--- src/rvDecodePkg.sv ---
package rvDecodePkg;

    localparam int InstWidth    = 32;
    localparam int Funct3Width  = 3;
    localparam int Funct7Width  = 7;
    localparam int Funct12Width = 12;
    localparam int MaskWidth    = 8;

    localparam logic [Funct7Width-1:0]  Funct7Alt     = 7'b0100000; // sub / sra variant
    localparam logic [Funct12Width-1:0] Funct12Ecall  = 12'h000;
    localparam logic [Funct12Width-1:0] Funct12Ebreak = 12'h001;
    localparam logic [Funct12Width-1:0] Funct12Mret   = 12'h302;

    // major opcodes, bits [6:0] of the instruction
    typedef enum logic [6:0] {
        OpLui    = 7'b0110111,
        OpAuipc  = 7'b0010111,
        OpJal    = 7'b1101111,
        OpJalr   = 7'b1100111,
        OpBranch = 7'b1100011,
        OpLoad   = 7'b0000011,
        OpStore  = 7'b0100011,
        OpImm    = 7'b0010011,
        OpReg    = 7'b0110011,
        OpSystem = 7'b1110011
    } opcodeE;

    typedef enum logic [2:0] {
        TypeI = 3'd0, TypeS = 3'd1, TypeR = 3'd2, TypeU = 3'd3,
        TypeJ = 3'd4, TypeB = 3'd5, TypeN = 3'd6
    } instTypeE;

    typedef enum logic [2:0] {
        MemByte = 3'd0, MemHalf = 3'd1, MemWord = 3'd2, MemByteU = 3'd3, MemHalfU = 3'd4
    } memTypeE;

    typedef enum logic [2:0] {
        CmpEq = 3'd0, CmpNe = 3'd1, CmpLt = 3'd2, CmpGe = 3'd3, CmpLtu = 3'd4, CmpGeu = 3'd5
    } cmpTypeE;

    typedef enum logic [2:0] {
        AluAdd = 3'd0, AluSub = 3'd1, AluSra = 3'd2, AluAnd = 3'd3,
        AluOr  = 3'd4, AluXor = 3'd5, AluSll = 3'd6, AluSrl = 3'd7
    } aluOpE;

    typedef enum logic [2:0] {
        RdAlu = 3'd0, RdMem = 3'd1, RdSnpc = 3'd2, RdCmp = 3'd3, RdCsr = 3'd4, RdNone = 3'd5
    } rdSrcE;

    typedef enum logic [1:0] {
        Src1Reg = 2'd0, Src1Pc = 2'd1, Src1Zero = 2'd2
    } aluSrc1E;

    typedef enum logic [1:0] {
        Src2Reg = 2'd0, Src2Imm = 2'd1, Src2Csr = 2'd2
    } aluSrc2E;

    // full decode result, one per instruction
    typedef struct packed {
        logic                 memValid;
        logic [MaskWidth-1:0] memWmask;
        logic                 memWen;
        memTypeE              memType;
        cmpTypeE              cmpType;
        logic                 branch;
        logic                 jump;
        logic                 jalr;
        aluOpE                aluOp;
        rdSrcE                rdSrc;
        aluSrc1E              aluSrc1;
        aluSrc2E              aluSrc2;
        instTypeE             instType;
        logic                 ecall;
        logic                 mret;
        logic                 writeCsr;
        logic                 stopSim;  // ebreak or illegal opcode
    } ctrlWordT;

endpackage

--- src/classIf.sv ---
interface classIf;
    logic lui;
    logic auipc;
    logic jal;
    logic jalr;      // funct3 must be 000
    logic branch;
    logic load;
    logic store;
    logic immArith;
    logic regArith;
    logic ebreak;
    logic ecall;
    logic mret;
    logic csrOp;     // any system opcode
    logic mismatch;  // nothing above matched

    modport source (
        output lui, auipc, jal, jalr, branch, load, store, immArith, regArith,
               ebreak, ecall, mret, csrOp, mismatch
    );

    modport sink (
        input lui, auipc, jal, jalr, branch, load, store, immArith, regArith,
              ebreak, ecall, mret, csrOp, mismatch
    );
endinterface

--- src/funcIf.sv ---
interface funcIf;
    import rvDecodePkg::*;

    aluOpE                regAluOp;   // op form
    aluOpE                immAluOp;   // op-imm form, no sub
    cmpTypeE              branchCmp;
    cmpTypeE              setCmp;     // slt / sltu
    logic                 isSetForm;
    logic [MaskWidth-1:0] memMask;
    memTypeE              memType;

    modport source (
        output regAluOp, immAluOp, branchCmp, setCmp, isSetForm, memMask, memType
    );

    modport sink (
        input regAluOp, immAluOp, branchCmp, setCmp, isSetForm, memMask, memType
    );
endinterface

--- src/opClassDecode.sv ---
module opClassDecode (
    input  logic [6:0]                            opcode,
    input  logic [rvDecodePkg::Funct3Width-1:0]   funct3,
    input  logic [rvDecodePkg::Funct12Width-1:0]  funct12,
    classIf.source                                cls
);
    import rvDecodePkg::*;

    logic sysZero;  // system opcode with funct3 000

    assign sysZero = (opcode == OpSystem) && (funct3 == 3'b000);

    assign cls.lui      = opcode == OpLui;
    assign cls.auipc    = opcode == OpAuipc;
    assign cls.jal      = opcode == OpJal;
    assign cls.jalr     = (opcode == OpJalr) && (funct3 == 3'b000); // other funct3 is illegal
    assign cls.branch   = opcode == OpBranch;
    assign cls.load     = opcode == OpLoad;
    assign cls.store    = opcode == OpStore;
    assign cls.immArith = opcode == OpImm;
    assign cls.regArith = opcode == OpReg;

    // system sub-codes, all of them also raise csrOp
    assign cls.ecall  = sysZero && (funct12 == Funct12Ecall);
    assign cls.ebreak = sysZero && (funct12 == Funct12Ebreak);
    assign cls.mret   = sysZero && (funct12 == Funct12Mret);
    assign cls.csrOp  = opcode == OpSystem;

    assign cls.mismatch = ~(cls.lui | cls.auipc | cls.jal | cls.jalr | cls.branch
                          | cls.load | cls.store | cls.immArith | cls.regArith
                          | cls.ebreak | cls.ecall | cls.mret | cls.csrOp);

endmodule

--- src/funcDecode.sv ---
module funcDecode (
    input  logic [rvDecodePkg::Funct3Width-1:0] funct3,
    input  logic [rvDecodePkg::Funct7Width-1:0] funct7,
    funcIf.source                               fn
);
    import rvDecodePkg::*;

    logic f7Zero;
    logic f7Alt;

    assign f7Zero = funct7 == '0;
    assign f7Alt  = funct7 == Funct7Alt;

    // alu op for both arith forms
    always_comb begin
        fn.regAluOp = AluAdd;  // slt/sltu and bad funct7 land here
        fn.immAluOp = AluAdd;
        case (funct3)
            3'b000: if (f7Alt) fn.regAluOp = AluSub;  // addi never subtracts
            3'b001: begin
                if (f7Zero) begin
                    fn.regAluOp = AluSll;
                    fn.immAluOp = AluSll;
                end
            end
            3'b101: begin
                if (f7Zero) begin
                    fn.regAluOp = AluSrl;
                    fn.immAluOp = AluSrl;
                end else if (f7Alt) begin
                    fn.regAluOp = AluSra;
                    fn.immAluOp = AluSra;
                end
            end
            3'b100: begin
                fn.regAluOp = AluXor;
                fn.immAluOp = AluXor;
            end
            3'b110: begin
                fn.regAluOp = AluOr;
                fn.immAluOp = AluOr;
            end
            3'b111: begin
                fn.regAluOp = AluAnd;
                fn.immAluOp = AluAnd;
            end
            default: ;
        endcase
    end

    // compare and memory candidates
    always_comb begin
        case (funct3)
            3'b001:  fn.branchCmp = CmpNe;
            3'b100:  fn.branchCmp = CmpLt;
            3'b101:  fn.branchCmp = CmpGe;
            3'b110:  fn.branchCmp = CmpLtu;
            3'b111:  fn.branchCmp = CmpGeu;
            default: fn.branchCmp = CmpEq;  // 000 and the two unused codes
        endcase
        fn.isSetForm = funct3[2:1] == 2'b01;  // 010 / 011
        fn.setCmp    = funct3[0] ? CmpLtu : CmpLt;
        case (funct3)
            3'b000:  fn.memMask = 8'h01;
            3'b001:  fn.memMask = 8'h03;
            3'b010:  fn.memMask = 8'h0f;
            default: fn.memMask = '0;
        endcase
        case (funct3)
            3'b001:  fn.memType = MemHalf;
            3'b010:  fn.memType = MemWord;
            3'b100:  fn.memType = MemByteU;
            3'b101:  fn.memType = MemHalfU;
            default: fn.memType = MemByte;
        endcase
    end

endmodule

--- src/ctrlCombine.sv ---
module ctrlCombine (
    input  logic                  clk,
    input  logic                  arstN,
    input  logic                  inValid,
    output logic                  inReady,
    classIf.sink                  cls,
    funcIf.sink                   fn,
    output logic                  outValid,
    input  logic                  outReady,
    output rvDecodePkg::ctrlWordT ctrl
);
    import rvDecodePkg::*;

    ctrlWordT nextCtrl;
    logic     condSet;   // slt / slti family
    logic     csrrs;
    logic     noWrite;

    assign condSet = (cls.immArith | cls.regArith) & fn.isSetForm;
    assign csrrs   = cls.csrOp & fn.isSetForm & (fn.setCmp == CmpLt);  // funct3 010
    assign noWrite = cls.branch | cls.store | cls.ecall | cls.mret | cls.ebreak | cls.mismatch;

    always_comb begin
        nextCtrl          = '0;
        nextCtrl.memValid = cls.load | cls.store;
        nextCtrl.memWen   = cls.store;
        nextCtrl.memWmask = fn.memMask;  // raw funct3 view, only meaningful with memValid
        nextCtrl.memType  = fn.memType;
        nextCtrl.branch   = cls.branch;
        nextCtrl.jump     = cls.jal | cls.jalr;
        nextCtrl.jalr     = cls.jalr;
        nextCtrl.ecall    = cls.ecall;
        nextCtrl.mret     = cls.mret;
        nextCtrl.writeCsr = cls.csrOp | cls.ecall;
        nextCtrl.stopSim  = cls.ebreak | cls.mismatch;

        if (cls.branch)
            nextCtrl.cmpType = fn.branchCmp;
        else if (condSet)
            nextCtrl.cmpType = fn.setCmp;
        else
            nextCtrl.cmpType = CmpEq;

        if (cls.branch | condSet | csrrs)
            nextCtrl.aluOp = AluSub;  // compare done as subtract
        else if (cls.regArith)
            nextCtrl.aluOp = fn.regAluOp;
        else if (cls.immArith)
            nextCtrl.aluOp = fn.immAluOp;
        else
            nextCtrl.aluOp = AluAdd;  // address / pc math

        if (noWrite)
            nextCtrl.rdSrc = RdNone;  // wins over everything
        else if (cls.load)
            nextCtrl.rdSrc = RdMem;
        else if (cls.jal | cls.jalr)
            nextCtrl.rdSrc = RdSnpc;
        else if (condSet)
            nextCtrl.rdSrc = RdCmp;
        else if (cls.csrOp)
            nextCtrl.rdSrc = RdCsr;
        else
            nextCtrl.rdSrc = RdAlu;

        if (cls.auipc)
            nextCtrl.aluSrc1 = Src1Pc;
        else if (cls.lui)
            nextCtrl.aluSrc1 = Src1Zero;
        else
            nextCtrl.aluSrc1 = Src1Reg;

        if (cls.regArith | cls.branch)
            nextCtrl.aluSrc2 = Src2Reg;
        else if (cls.csrOp)
            nextCtrl.aluSrc2 = Src2Csr;
        else
            nextCtrl.aluSrc2 = Src2Imm;

        if (cls.lui | cls.auipc)
            nextCtrl.instType = TypeU;
        else if (cls.jal)
            nextCtrl.instType = TypeJ;
        else if (cls.jalr | cls.load | cls.immArith)
            nextCtrl.instType = TypeI;
        else if (cls.store)
            nextCtrl.instType = TypeS;
        else if (cls.branch)
            nextCtrl.instType = TypeB;
        else if (cls.regArith)
            nextCtrl.instType = TypeR;
        else
            nextCtrl.instType = TypeN;  // system and illegal
    end

    // one-entry output stage, accepts while draining
    assign inReady = ~outValid | outReady;

    always_ff @(posedge clk or negedge arstN) begin
        if (!arstN) begin
            outValid <= 1'b0;
            ctrl     <= '0;
        end else if (inValid && inReady) begin
            outValid <= 1'b1;
            ctrl     <= nextCtrl;
        end else if (outReady) begin
            outValid <= 1'b0;
        end
    end

    holdWhileStalled: assert property (@(posedge clk) disable iff (!arstN)
        outValid && !outReady |=> outValid && $stable(ctrl));

    // classifier groups must not overlap, system sub-codes ride on csrOp
    classOneHot: assert property (@(posedge clk) disable iff (!arstN)
        inValid |-> $onehot0({cls.lui, cls.auipc, cls.jal, cls.jalr, cls.branch, cls.load,
                              cls.store, cls.immArith, cls.regArith, cls.csrOp, cls.mismatch}));

endmodule

--- src/instDecoder.sv ---
module instDecoder (
    input  logic                                clk,
    input  logic                                arstN,
    input  logic                                inValid,
    output logic                                inReady,
    input  logic [rvDecodePkg::InstWidth-1:0]   inst,
    output logic                                outValid,
    input  logic                                outReady,
    output logic                                memValid,
    output logic [rvDecodePkg::MaskWidth-1:0]   memWmask,
    output logic                                memWen,
    output rvDecodePkg::memTypeE                memType,
    output rvDecodePkg::cmpTypeE                cmpType,
    output logic                                branch,
    output logic                                jump,
    output logic                                jalr,
    output rvDecodePkg::aluOpE                  aluOp,
    output rvDecodePkg::rdSrcE                  rdSrc,
    output rvDecodePkg::aluSrc1E                aluSrc1,
    output rvDecodePkg::aluSrc2E                aluSrc2,
    output rvDecodePkg::instTypeE               instType,
    output logic                                ecall,
    output logic                                mret,
    output logic                                writeCsr,
    output logic                                stopSim
);
    import rvDecodePkg::*;

    ctrlWordT ctrl;

    classIf clsBus ();
    funcIf  fnBus ();

    opClassDecode uClass (
        .opcode  (inst[6:0]),
        .funct3  (inst[14:12]),
        .funct12 (inst[31:20]),  // ecall / ebreak / mret code
        .cls     (clsBus.source)
    );

    funcDecode uFunc (
        .funct3 (inst[14:12]),
        .funct7 (inst[31:25]),
        .fn     (fnBus.source)
    );

    ctrlCombine uCombine (
        .clk      (clk),
        .arstN    (arstN),
        .inValid  (inValid),
        .inReady  (inReady),
        .cls      (clsBus.sink),
        .fn       (fnBus.sink),
        .outValid (outValid),
        .outReady (outReady),
        .ctrl     (ctrl)
    );

    // registered word out to flat ports
    assign memValid = ctrl.memValid;
    assign memWmask = ctrl.memWmask;
    assign memWen   = ctrl.memWen;
    assign memType  = ctrl.memType;
    assign cmpType  = ctrl.cmpType;
    assign branch   = ctrl.branch;
    assign jump     = ctrl.jump;
    assign jalr     = ctrl.jalr;
    assign aluOp    = ctrl.aluOp;
    assign rdSrc    = ctrl.rdSrc;
    assign aluSrc1  = ctrl.aluSrc1;
    assign aluSrc2  = ctrl.aluSrc2;
    assign instType = ctrl.instType;
    assign ecall    = ctrl.ecall;
    assign mret     = ctrl.mret;
    assign writeCsr = ctrl.writeCsr;
    assign stopSim  = ctrl.stopSim;

endmodule

--- config.mk ---
export PLATFORM = sky130hd
export DESIGN_NAME = instDecoder
export DESIGN_NICKNAME = d
export VERILOG_FILES = /design/src/rvDecodePkg.sv /design/src/classIf.sv /design/src/funcIf.sv /design/src/opClassDecode.sv /design/src/funcDecode.sv /design/src/ctrlCombine.sv /design/src/instDecoder.sv
export SDC_FILE = /design/constraint.sdc
export NUM_CORES = 1
export LEC_CHECK = 0
export ABC_AREA = 1
export BUFFER_PORTS_ARGS = -buffer_cell sky130_fd_sc_hd__buf_2
export CAP_MARGIN = 15
export CORE_MARGIN = 8
export CORE_UTILIZATION = 50
export DETAILED_ROUTE_END_ITERATION = 10
export PLACE_DENSITY = 0.84
export SETUP_SLACK_MARGIN = 0.2
export SYNTH_ARGS = -nofsm -noshare
export SYNTH_HDL_FRONTEND = slang
export SYNTH_SLANG_ARGS = --single-unit
--- constraint.sdc ---
create_clock -name clk -period 2.6 [get_ports clk]
set_input_delay 0.65 -clock clk [delete_from_list [all_inputs] [get_ports clk]]
set_output_delay 0.65 -clock clk [all_outputs]
set_load 0.03 [all_outputs]
* Word-level counts from Yosys, hierarchy flattened
Cells that the tools add are included.
Storage, ports and cells: register bits after elaboration 37, bits of input ports 36, word-level logic and storage cells 114
Cells by class: equal/unequal tests 21, muxes and demuxes 32, bitwise logic cells 33, reduce and logical (&&, ||, !) cells 10
Operator list (number):
- 2-to-1 mux 3 bit | 19
- case mux 3 bit (5 select lines) | 2
- == test 7 x 6 -> 1 bit, second input constant | 4
- == test 7 bit, second input constant | 4
- bitwise OR 1 bit | 28
- case mux 3 bit (6 select lines) | 1
- == test 7 x 5 -> 1 bit, second input constant | 2
- == test 12 x 1 -> 1 bit, second input constant | 1
- == test 12 x 10 -> 1 bit, second input constant | 1
- == test 3 bit, second input constant | 4
- zero test 12 bit | 1
- case mux 3 bit (4 select lines) | 1
- case mux 4 bit (3 select lines) | 1
- 2-to-1 mux 2 bit | 5
- == test 7 x 2 -> 1 bit, second input constant | 1
- zero test 7 bit | 1
- == test 3 x 2 -> 1 bit, second input constant | 2
- logical AND 1 bit | 6
- AND 1 bit | 3
- == test 3 x 1 -> 1 bit, second input constant | 1
- zero test 3 bit | 1
- 2-to-1 mux 1 bit | 3
- == test 2 x 1 -> 1 bit, second input constant | 1
- inverter 1 bit | 2
- nonzero test 2 bit | 1

* Depth between registers and ports, before layout
Gate-level depths: netlist (run 1).
word-level depth 16, depth in mapped cells 11, gate-level depth less buffers 11

* Hierarchy
From an unflattened synthesis (run 1), not the netlist that was laid out.
Unflattened totals: cell total of the unflattened synthesis 322, area, all modules 2192.1 µm²
By module, submodules not included:
- ctrlCombine | instances 1, cells an instance 203, area an instance 1642.8 µm²
- funcDecode | instances 1, cells an instance 54, area an instance 282.8 µm²
- opClassDecode | instances 1, cells an instance 65, area an instance 266.5 µm²

* Worst setup path before layout (run 1)
No wires, ideal clock.
kind in2reg, start input port outReady, end register uCombine.ctrl[20] (netlist name), library setup time 95 ps, arrival time 1658 ps, required time 2505 ps, setup slack 847 ps, stages 7, buffers on the path 1, path through inv_1 -> nand2_1 -> nand2_1 -> inv_1 -> buf_2 -> nand2_1 -> o31ai_1
On the way: word-level cells in the longest chain between the ends 2
Ends and longest elaborated chain:
- start, declared | line instDecoder.sv:8 | input logic outReady,
- bitwise OR 1 bit | line ctrlCombine.sv:97 | assign inReady = ~outValid | outReady;
- via inReady | line instDecoder.sv:5 | output logic inReady,
- logical AND 1 bit | line ctrlCombine.sv:103 | end else if (inValid && inReady) begin
The timed path passes the listed nets, and every way through them passes these cells. A chain may end at the register's enable or synchronous reset.

* Worst setup path in the final report (run 1)
start input port outReady, end output port inReady
On the way: word-level cells in the longest chain between the ends 1
Ends and longest elaborated chain (line):
- bitwise OR 1 bit | ctrlCombine.sv:97
- end, declared | instDecoder.sv:5
Every way passes these cells.

==> results of run 1 <==
[state kept, by name, indices dropped and copies added (netlist names)]
name and cells:
uCombine.ctrl 31, uCombine.outValid 1
[metrics by stage]
stage	total power (W)	utilization	hold slack (ns)	area, um2	cells
after floorplan	0.0007496	-	0.3544	1789	252
after global placement	0.0008343	0.6176	0.4566	2093	348
after detailed placement	0.0008415	0.6176	0.4647	2093	348
after CTS	0.001206	0.6401	0.3836	2170	356
after global routing	0.001260	0.6401	0.4115	2170	356
final	0.001198	0.6401	0.3524	2170	356
[worst min-delay path by stage]
| stage | startpoint | end | slack, ns | cells past startpoint |
|---|---|---|---|---|
| 4_1_cts | arstN | uCombine.ctrl[6] | 0.38 | 1 |
| 3_5_place_dp | uCombine.ctrl[19] | uCombine.ctrl[19] | 0.46 | 2 |
| 3_3_place_gp | uCombine.ctrl[8] | uCombine.ctrl[8] | 0.46 | 2 |
| 2_1_floorplan | arstN | uCombine.ctrl[0] | 0.35 | 0 |
| 6_report | arstN | uCombine.ctrl[17] | 0.35 | 1 |
| 5_1_grt | arstN | uCombine.ctrl[6] | 0.41 | 1 |
[cells by family after synthesis]
logic type,count (synthesis),synth area share
AO/OA/AOI/OAI,28,0.09148
buffers and inverters,44,0.1056
flip-flops,32,0.4504
other,1,0.002109
AND/OR/NAND/NOR,144,0.3505
[cells in the final DEF, fill, tap and decap left out, types with 4 or more instances in the layout]
cell / n
a31oi_1: 5
clkbuf_4: 5
nand2_1: 71
dfrtp_1: 32
o21ai_0: 13
nand4_1: 5
nor2_1: 38
nand3_1: 18
inv_1: 30
conb_1: 4
buf_2: 59
[where the power goes]
part / switching [W] / total (W) / leakage [nW] / internal (W)
logic: 0.000200 / 0.000277 / 0.764 / 0.0000771
registers: 0.0000188 / 0.000552 / 0.408 / 0.000533
clock network: 0.000168 / 0.000369 / 0.0422 / 0.000202
[Yosys cell counts (all sizes together)]
library cell	number
clkbuf	4
o22ai	2
or2	1
inv	33
o211ai	1
a31oi	5
buf	7
conb	1
nor2	42
nand3b	2
nand2	72
dfrtp	32
nand4	5
nand3	20
o31ai	3
a21oi	3
nor3	2
o21ai	13
o41ai	1
[worst register-to-register path, delay by kind of cell, from the launching register on]
| kind | cells | cell delay (ns) |
|---|---|---|
| flops | 1 | 0.39 |
| simple gates | 7 | 0.72 |
| buf+inv | 1 | 0.30 |
[layout make-up]
cell class,instances,area (um2),area share
tap,46,57.56,0.02653
timing repair buffer,61,310.3,0.1430
clock buffer,6,41.29,0.01903
sequential,32,800.8,0.3691
clock inverter,2,35.03,0.01615
multi-input combinational,176,800.8,0.3691
inverter,33,123.9,0.05709
[metal layers]
layer  up-vias  global-route usage
met3         2             0.04079
met4         0             0.06397
met5         -                   0
met2        70              0.2838
li1        901                   -
met1       797              0.1926
==> summary.md, run 1 <==
| Metric | Value |
|---|---|
| Status | `finished, final reports clean` |
| Maximum clock rate | `585.3 MHz` |
| Filler Cell Count | `310` |
| GRT Overall Usage | `0.1652` |
| Antenna-violating nets left | `0` |
| Pleak | `1.214 nW` |
| Fin nets | `345` |
| Hold Buf Count CTS | `0` |
| CTS H-tree depth | `2` |
| DR iter-0 viols | `120` |
| CP Data Required Time | `1.95 ns` |
| TritonCTS clock tree | `built` |
| Detailed placement HPWL | `3531 um` |
| Routed vias/inst | `4.972` |
| Gr ovfl total | `0` |
| Critical path data arrival time | `1.06 ns` |
| Critical Path Source | `outReady` |
| Clock Latency Late Sink | `0.32 ns` |
| Kind of critical path | `in -> out` |
| Top post-synthesis cells by area | `dfrtp_1, nand2_1, nor2_1, inv_1, nand3_1` |
| Slew @ Worst Pin | `0.6824 ns` |
| Met3 WL | `378 um` |
| FF-to-FF path depth | `8` |
| First-pass DRT Iterations | `4` |
| Hold Vio Cnt, Final | `0` |
| Gate Count Post-Synth | `249` |
| WL/cell | `12.51 um` |
| Buf+Inv Stages, Crit Path | `3` |
| Maximum vdd drop | `0.2598 mV` |
| R2r endpoint | `uCombine.ctrl[14]` |
| Pwr Density | `552.2 nW/um2` |
| CTS resizes | `0` |
| Pre-CTS WS | `0.7181 ns` |
| Delay-heaviest family, CP | `buffers and inverters` |
| DIE WIDTH | `75.63 um` |
| Yosys Warn Count | `0` |
| CTS max path bufs | `2` |
| Relative slew margins | `0.5451` |
| PnR worst setup slack | `0.8914 ns` |
| Sequential cell area fraction in the yosys report | `0.4504` |
| Worst path max stage delay | `0.21 ns` |
| Vias in the first global route | `1683` |
| ANT cells | `0` |
| Tmin final | `1.709 ns` |
| Die area | `5720 um2` |
| Clock skew | `0.001744 ns` |
| Initial core utilization | `0.5245` |
| CTS buffer count | `5` |
| Routed metal-1 wirelength | `1894 um` |
| First-pass GRT wire length | `7272 um` |
| #FFs+latches synth | `32` |
| Proportion of netlist area held by the largest area contributor | `0.4504` |
| CORE AREA | `3390 um2` |
| Initial antenna violation count | `0` |
| Top routing layer in use | `met4` |
| Final setup viols | `0` |
| Gp weighted congestion | `0.8296` |
| Via count | `1770` |
| Setup bufs post-CTS | `0` |
| Slowest CP cell | `buf_2` |
| Die height | `75.63 um` |
| Share of layout cells above drive strength 1 | `0.2581` |
| Yosys top cell by area | `dfrtp_1` |
| Root Buffer Master | `clkbuf_4` |
| Num rows | `21` |
| I/O pins | `74` |
| Worst min-delay path class | `in -> async` |
| Largest net degree at the start of global routing | `33` |
| Final worst-path cycle share | `0.6572` |
| Avg Cell Area, Syn | `7.140 um2` |
| DRC viols | `0` |
| Max FO, Critical Path | `3` |
| Clock-pin slew on the worst setup and hold paths | `0.10 ns` |
| Post-synthesis cell type count | `27` |
| Total negative slack | `0 ns` |
| Met2 wire len | `2138 um` |
| Max-slew violations | `0` |
| R2R Path Start | `uCombine.outValid` |
| Layout Area Growth over Synthesis | `22.03%` |
| Clk sink count | `32` |
| Max-Cap Viols | `0` |
| Setup crit end | `inReady` |
| Number of stages on the worst setup path | `4` |
| Crit path launch type | `input port` |
| R2R Setup Slk | `1.10 ns` |
| Port Buffer Count | `59` |
| Critical-path cell list | `buf_2 -> inv_1 -> nand2_1 -> buf_2` |
| Unrepaired setup endpoints after global routing | `no` |
| Most used cell, CP | `buf_2` |
| Final WL | `4452 um` |
| Crit path capture type | `output port` |
| Post-synthesis cell area | `1778 um2` |
(Power assumes the default switching activity.)
==> run 2: changes to the inputs <==
--- a/config.mk
+++ b/config.mk
@@ -9,9 +9,9 @@
 export BUFFER_PORTS_ARGS = -buffer_cell sky130_fd_sc_hd__buf_2
 export CAP_MARGIN = 15
 export CORE_MARGIN = 8
-export CORE_UTILIZATION = 50
+export CORE_UTILIZATION = 43
 export DETAILED_ROUTE_END_ITERATION = 10
-export PLACE_DENSITY = 0.84
+export PLACE_DENSITY = 0.77
 export SETUP_SLACK_MARGIN = 0.2
 export SYNTH_ARGS = -nofsm -noshare
 export SYNTH_HDL_FRONTEND = slang
==> constraint.sdc (replaced) <==
create_clock -name clk -period 1.5 [get_ports clk]
set_input_delay 0.375 -clock clk [delete_from_list [all_inputs] [get_ports clk]]
set_output_delay 0.375 -clock clk [all_outputs]
set_load 0.03 [all_outputs]
==> run 2 against run 1 <==
  * Utilization decreased by 2.4 points
  * Largest cell class is now multi-input gates
  * Global-route usage decreased by 0.73 points
  * Critical endpoint unchanged
  * Critical path depth decreased by 2
==> summary.md, run 2 (synthesis results as in run 1) <==
| Metric | Value |
|---|---|
| Vias in the first global route | `1886 (was 1683)` |
| Crit path capture type | `output port (unchanged)` |
| Clk sink count | `32 (unchanged)` |
| Post-layout util | `0.6159 (was 0.6401)` |
| Commonest non-fill, non-tap cell in the layout | `nand2_1 (unchanged)` |
| Pre-CTS WS | `-0.03917 ns (was 0.7181 ns)` |
| Routed vias/inst | `4.943 (was 4.972)` |
| First-pass DRT Iterations | `4 (unchanged)` |
| Clock Latency Late Sink | `0.29 ns (was 0.32 ns)` |
| Share of layout cells above drive strength 1 | `0.3724 (was 0.2581)` |
| Most frequent cells in the layout | `nand2_1, buf_2, nor2_1 (unchanged)` |
| Detailed placement HPWL | `3827 um (was 3531 um)` |
| Total power | `0.002201 W (was 0.001198 W)` |
| Initial antenna violation count | `0 (unchanged)` |
| Root Buffer Master | `clkbuf_8 (was clkbuf_4)` |
| Tmin final | `1.271 ns` |
| Via count | `1893 (was 1770)` |
| Gp weighted congestion | `0.9048 (was 0.8296)` |
| Largest Register | `uCombine.ctrl (unchanged)` |
| Critical-path cell list | `nand2_4 -> buf_6 (was buf_2 -> inv_1 -> nand2_1 -> buf_2)` |
| CTS H-tree depth | `2 (unchanged)` |
| Worst min-delay path class | `in -> async (unchanged)` |
| Unrepaired setup endpoints after global routing | `yes (was no)` |
| Max-Cap Viols | `0 (unchanged)` |
| Hold Vio Cnt, Final | `0 (unchanged)` |
| CTS max path bufs | `2 (unchanged)` |
| Final worst-path cycle share | `0.8476` |
| Hold Buf Count CTS | `0 (unchanged)` |
| Register area | `802.0 um2 (was 800.8 um2)` |
| Status | `finished, final reports clean (unchanged)` |
| Final WL | `5041 um (was 4452 um)` |
| Largest net degree at the start of global routing | `25 (was 33)` |
| Pleak | `1.342 nW (was 1.214 nW)` |
| Crit path launch type | `flop (was input port)` |
| CTS buffer count | `5 (unchanged)` |
| I/O pins | `74 (unchanged)` |
| ANT cells | `0 (unchanged)` |
| Maximum vdd drop | `0.3307 mV (was 0.2598 mV)` |
| Final Non-Filler Cells | `383 (was 356)` |
| Placed cells | `373 (was 348)` |
| Maximum clock rate | `786.5 MHz` |
| First-pass GRT wire length | `8231 um (was 7272 um)` |
| Kind of critical path | `reg -> out (was in -> out)` |
| Clock skew | `0.006622 ns (was 0.001744 ns)` |
| Slowest CP cell | `dfrtp_2 (was buf_2)` |
| TritonCTS clock tree | `built (unchanged)` |
| Initial core utilization | `0.4445 (was 0.5245)` |
| Buf+Inv Stages, Crit Path | `1 (was 3)` |
| DIE WIDTH | `80.30 um (was 75.63 um)` |
| Max FO, Critical Path | `3 (unchanged)` |
| Final setup viols | `0 (unchanged)` |
| Antenna-violating nets left | `0 (unchanged)` |
| Worst path max stage delay | `0.42 ns (was 0.21 ns)` |
| Port Buffer Count | `59 (unchanged)` |
| GRT Overall Usage | `0.1579 (was 0.1652)` |
| WL/cell | `13.16 um (was 12.51 um)` |
| DR iter-0 viols | `109 (was 120)` |
| Area of the multi-input gates | `883.3 um2 (was 800.8 um2)` |
| Fin nets | `368 (was 345)` |
| Max reg flops | `31 (unchanged)` |
| Pwr Density | `893.4 nW/um2 (was 552.2 nW/um2)` |
| Max-slew violations | `0 (unchanged)` |
| Gr ovfl total | `0 (unchanged)` |
| Die area | `6448 um2 (was 5720 um2)` |
| Die height | `80.30 um (was 75.63 um)` |
| Layout Area Growth over Synthesis | `38.56% (was 22.03%)` |
| Final hold slack | `0.02752 ns (was 0.3524 ns)` |
| Filler Cell Count | `365 (was 310)` |
| DRC viols | `0 (unchanged)` |
| Clock-pin slew on the worst setup and hold paths | `0.07 ns (was 0.10 ns)` |
| Delay-heaviest family, CP | `flip-flops (was buffers and inverters)` |
| CORE AREA | `4000 um2 (was 3390 um2)` |
| Num rows | `23 (was 21)` |
| CP Data Required Time | `1.12 ns (was 1.95 ns)` |
| Critical path data arrival time | `0.90 ns (was 1.06 ns)` |
| Regs by FF count | `uCombine.ctrl (31), uCombine.outValid (1) (unchanged)` |
| PnR worst setup slack | `0.2285 ns (was 0.8914 ns)` |
## run 2: changes by cell type in the layout (fill, tap and decap cells not counted), moves of 2 or more
cell,change
buf_6,+3
nor2_1,-6
inv_2,+4
buf_4,+20
clkbuf_4,-3
buf_2,-3
nand2_4,+2
nand2_1,-6
clkbuf_8,+6
nand2_2,+4
nor2_2,+6
inv_1,-6
## run 2: per-layer routing
| metal | GRT usage | wire length, um | vias up |
|---|---|---|---|
| li1 | - | - | 942 |
| met2 | 0.2587 | 2299 | 81 |
| met5 | 0 | 0 | - |
| met3 | 0.04353 | 465 | 5 |
| met1 | 0.1878 | 2194 | 865 |
| met4 | 0.07091 | 81 | 0 |
## run 2: path summary, 6_finish.rpt
check	start	to	slack (ns)	cells past startpoint
max	uCombine.outValid	inReady	0.23	2
max in group asynchronous	arstN	uCombine.ctrl[18]	0.98	2
max reg2reg	uCombine.outValid	uCombine.ctrl[14]	0.27	8
min reg2reg	uCombine.ctrl[19]	uCombine.ctrl[19]	0.48	2
min	arstN	uCombine.ctrl[15]	0.03	1
min in group clk	outReady	uCombine.outValid	0.37	4
## run 2: report_power, final
part	total, W	leakage (nW)	switching [W]	internal [W]
combinational	0.000550	0.890	0.000376	0.000174
clock	0.000692	0.0455	0.000318	0.000374
sequential	0.000959	0.407	0.0000329	0.000926
## run 2: cell type report
class,count,area share
Clock buffer,8,0.03657
Timing Repair Buffer,83,0.2006
Inverter,33,0.05333
Sequential cell,32,0.3255
Multi-Input combinational cell,177,0.3586
Tap cell,50,0.02539
## run 2: what timing repair did
action	in CTS	in global routing
endpoints found under the setup margin	2	15
pin swaps	0	5
cloned	0	1
resized for setup	2	30
setup buffers	0	1
hold endpoints to repair	0	0
## run 2: stage by stage
step                      TNS (ns)  cell area, um2
after floorplan                  0            1810
after global placement    -0.01624            2265
after detailed placement   -0.1564            2265
after CTS                        0            2360
after global routing             0            2464
final                            0            2464
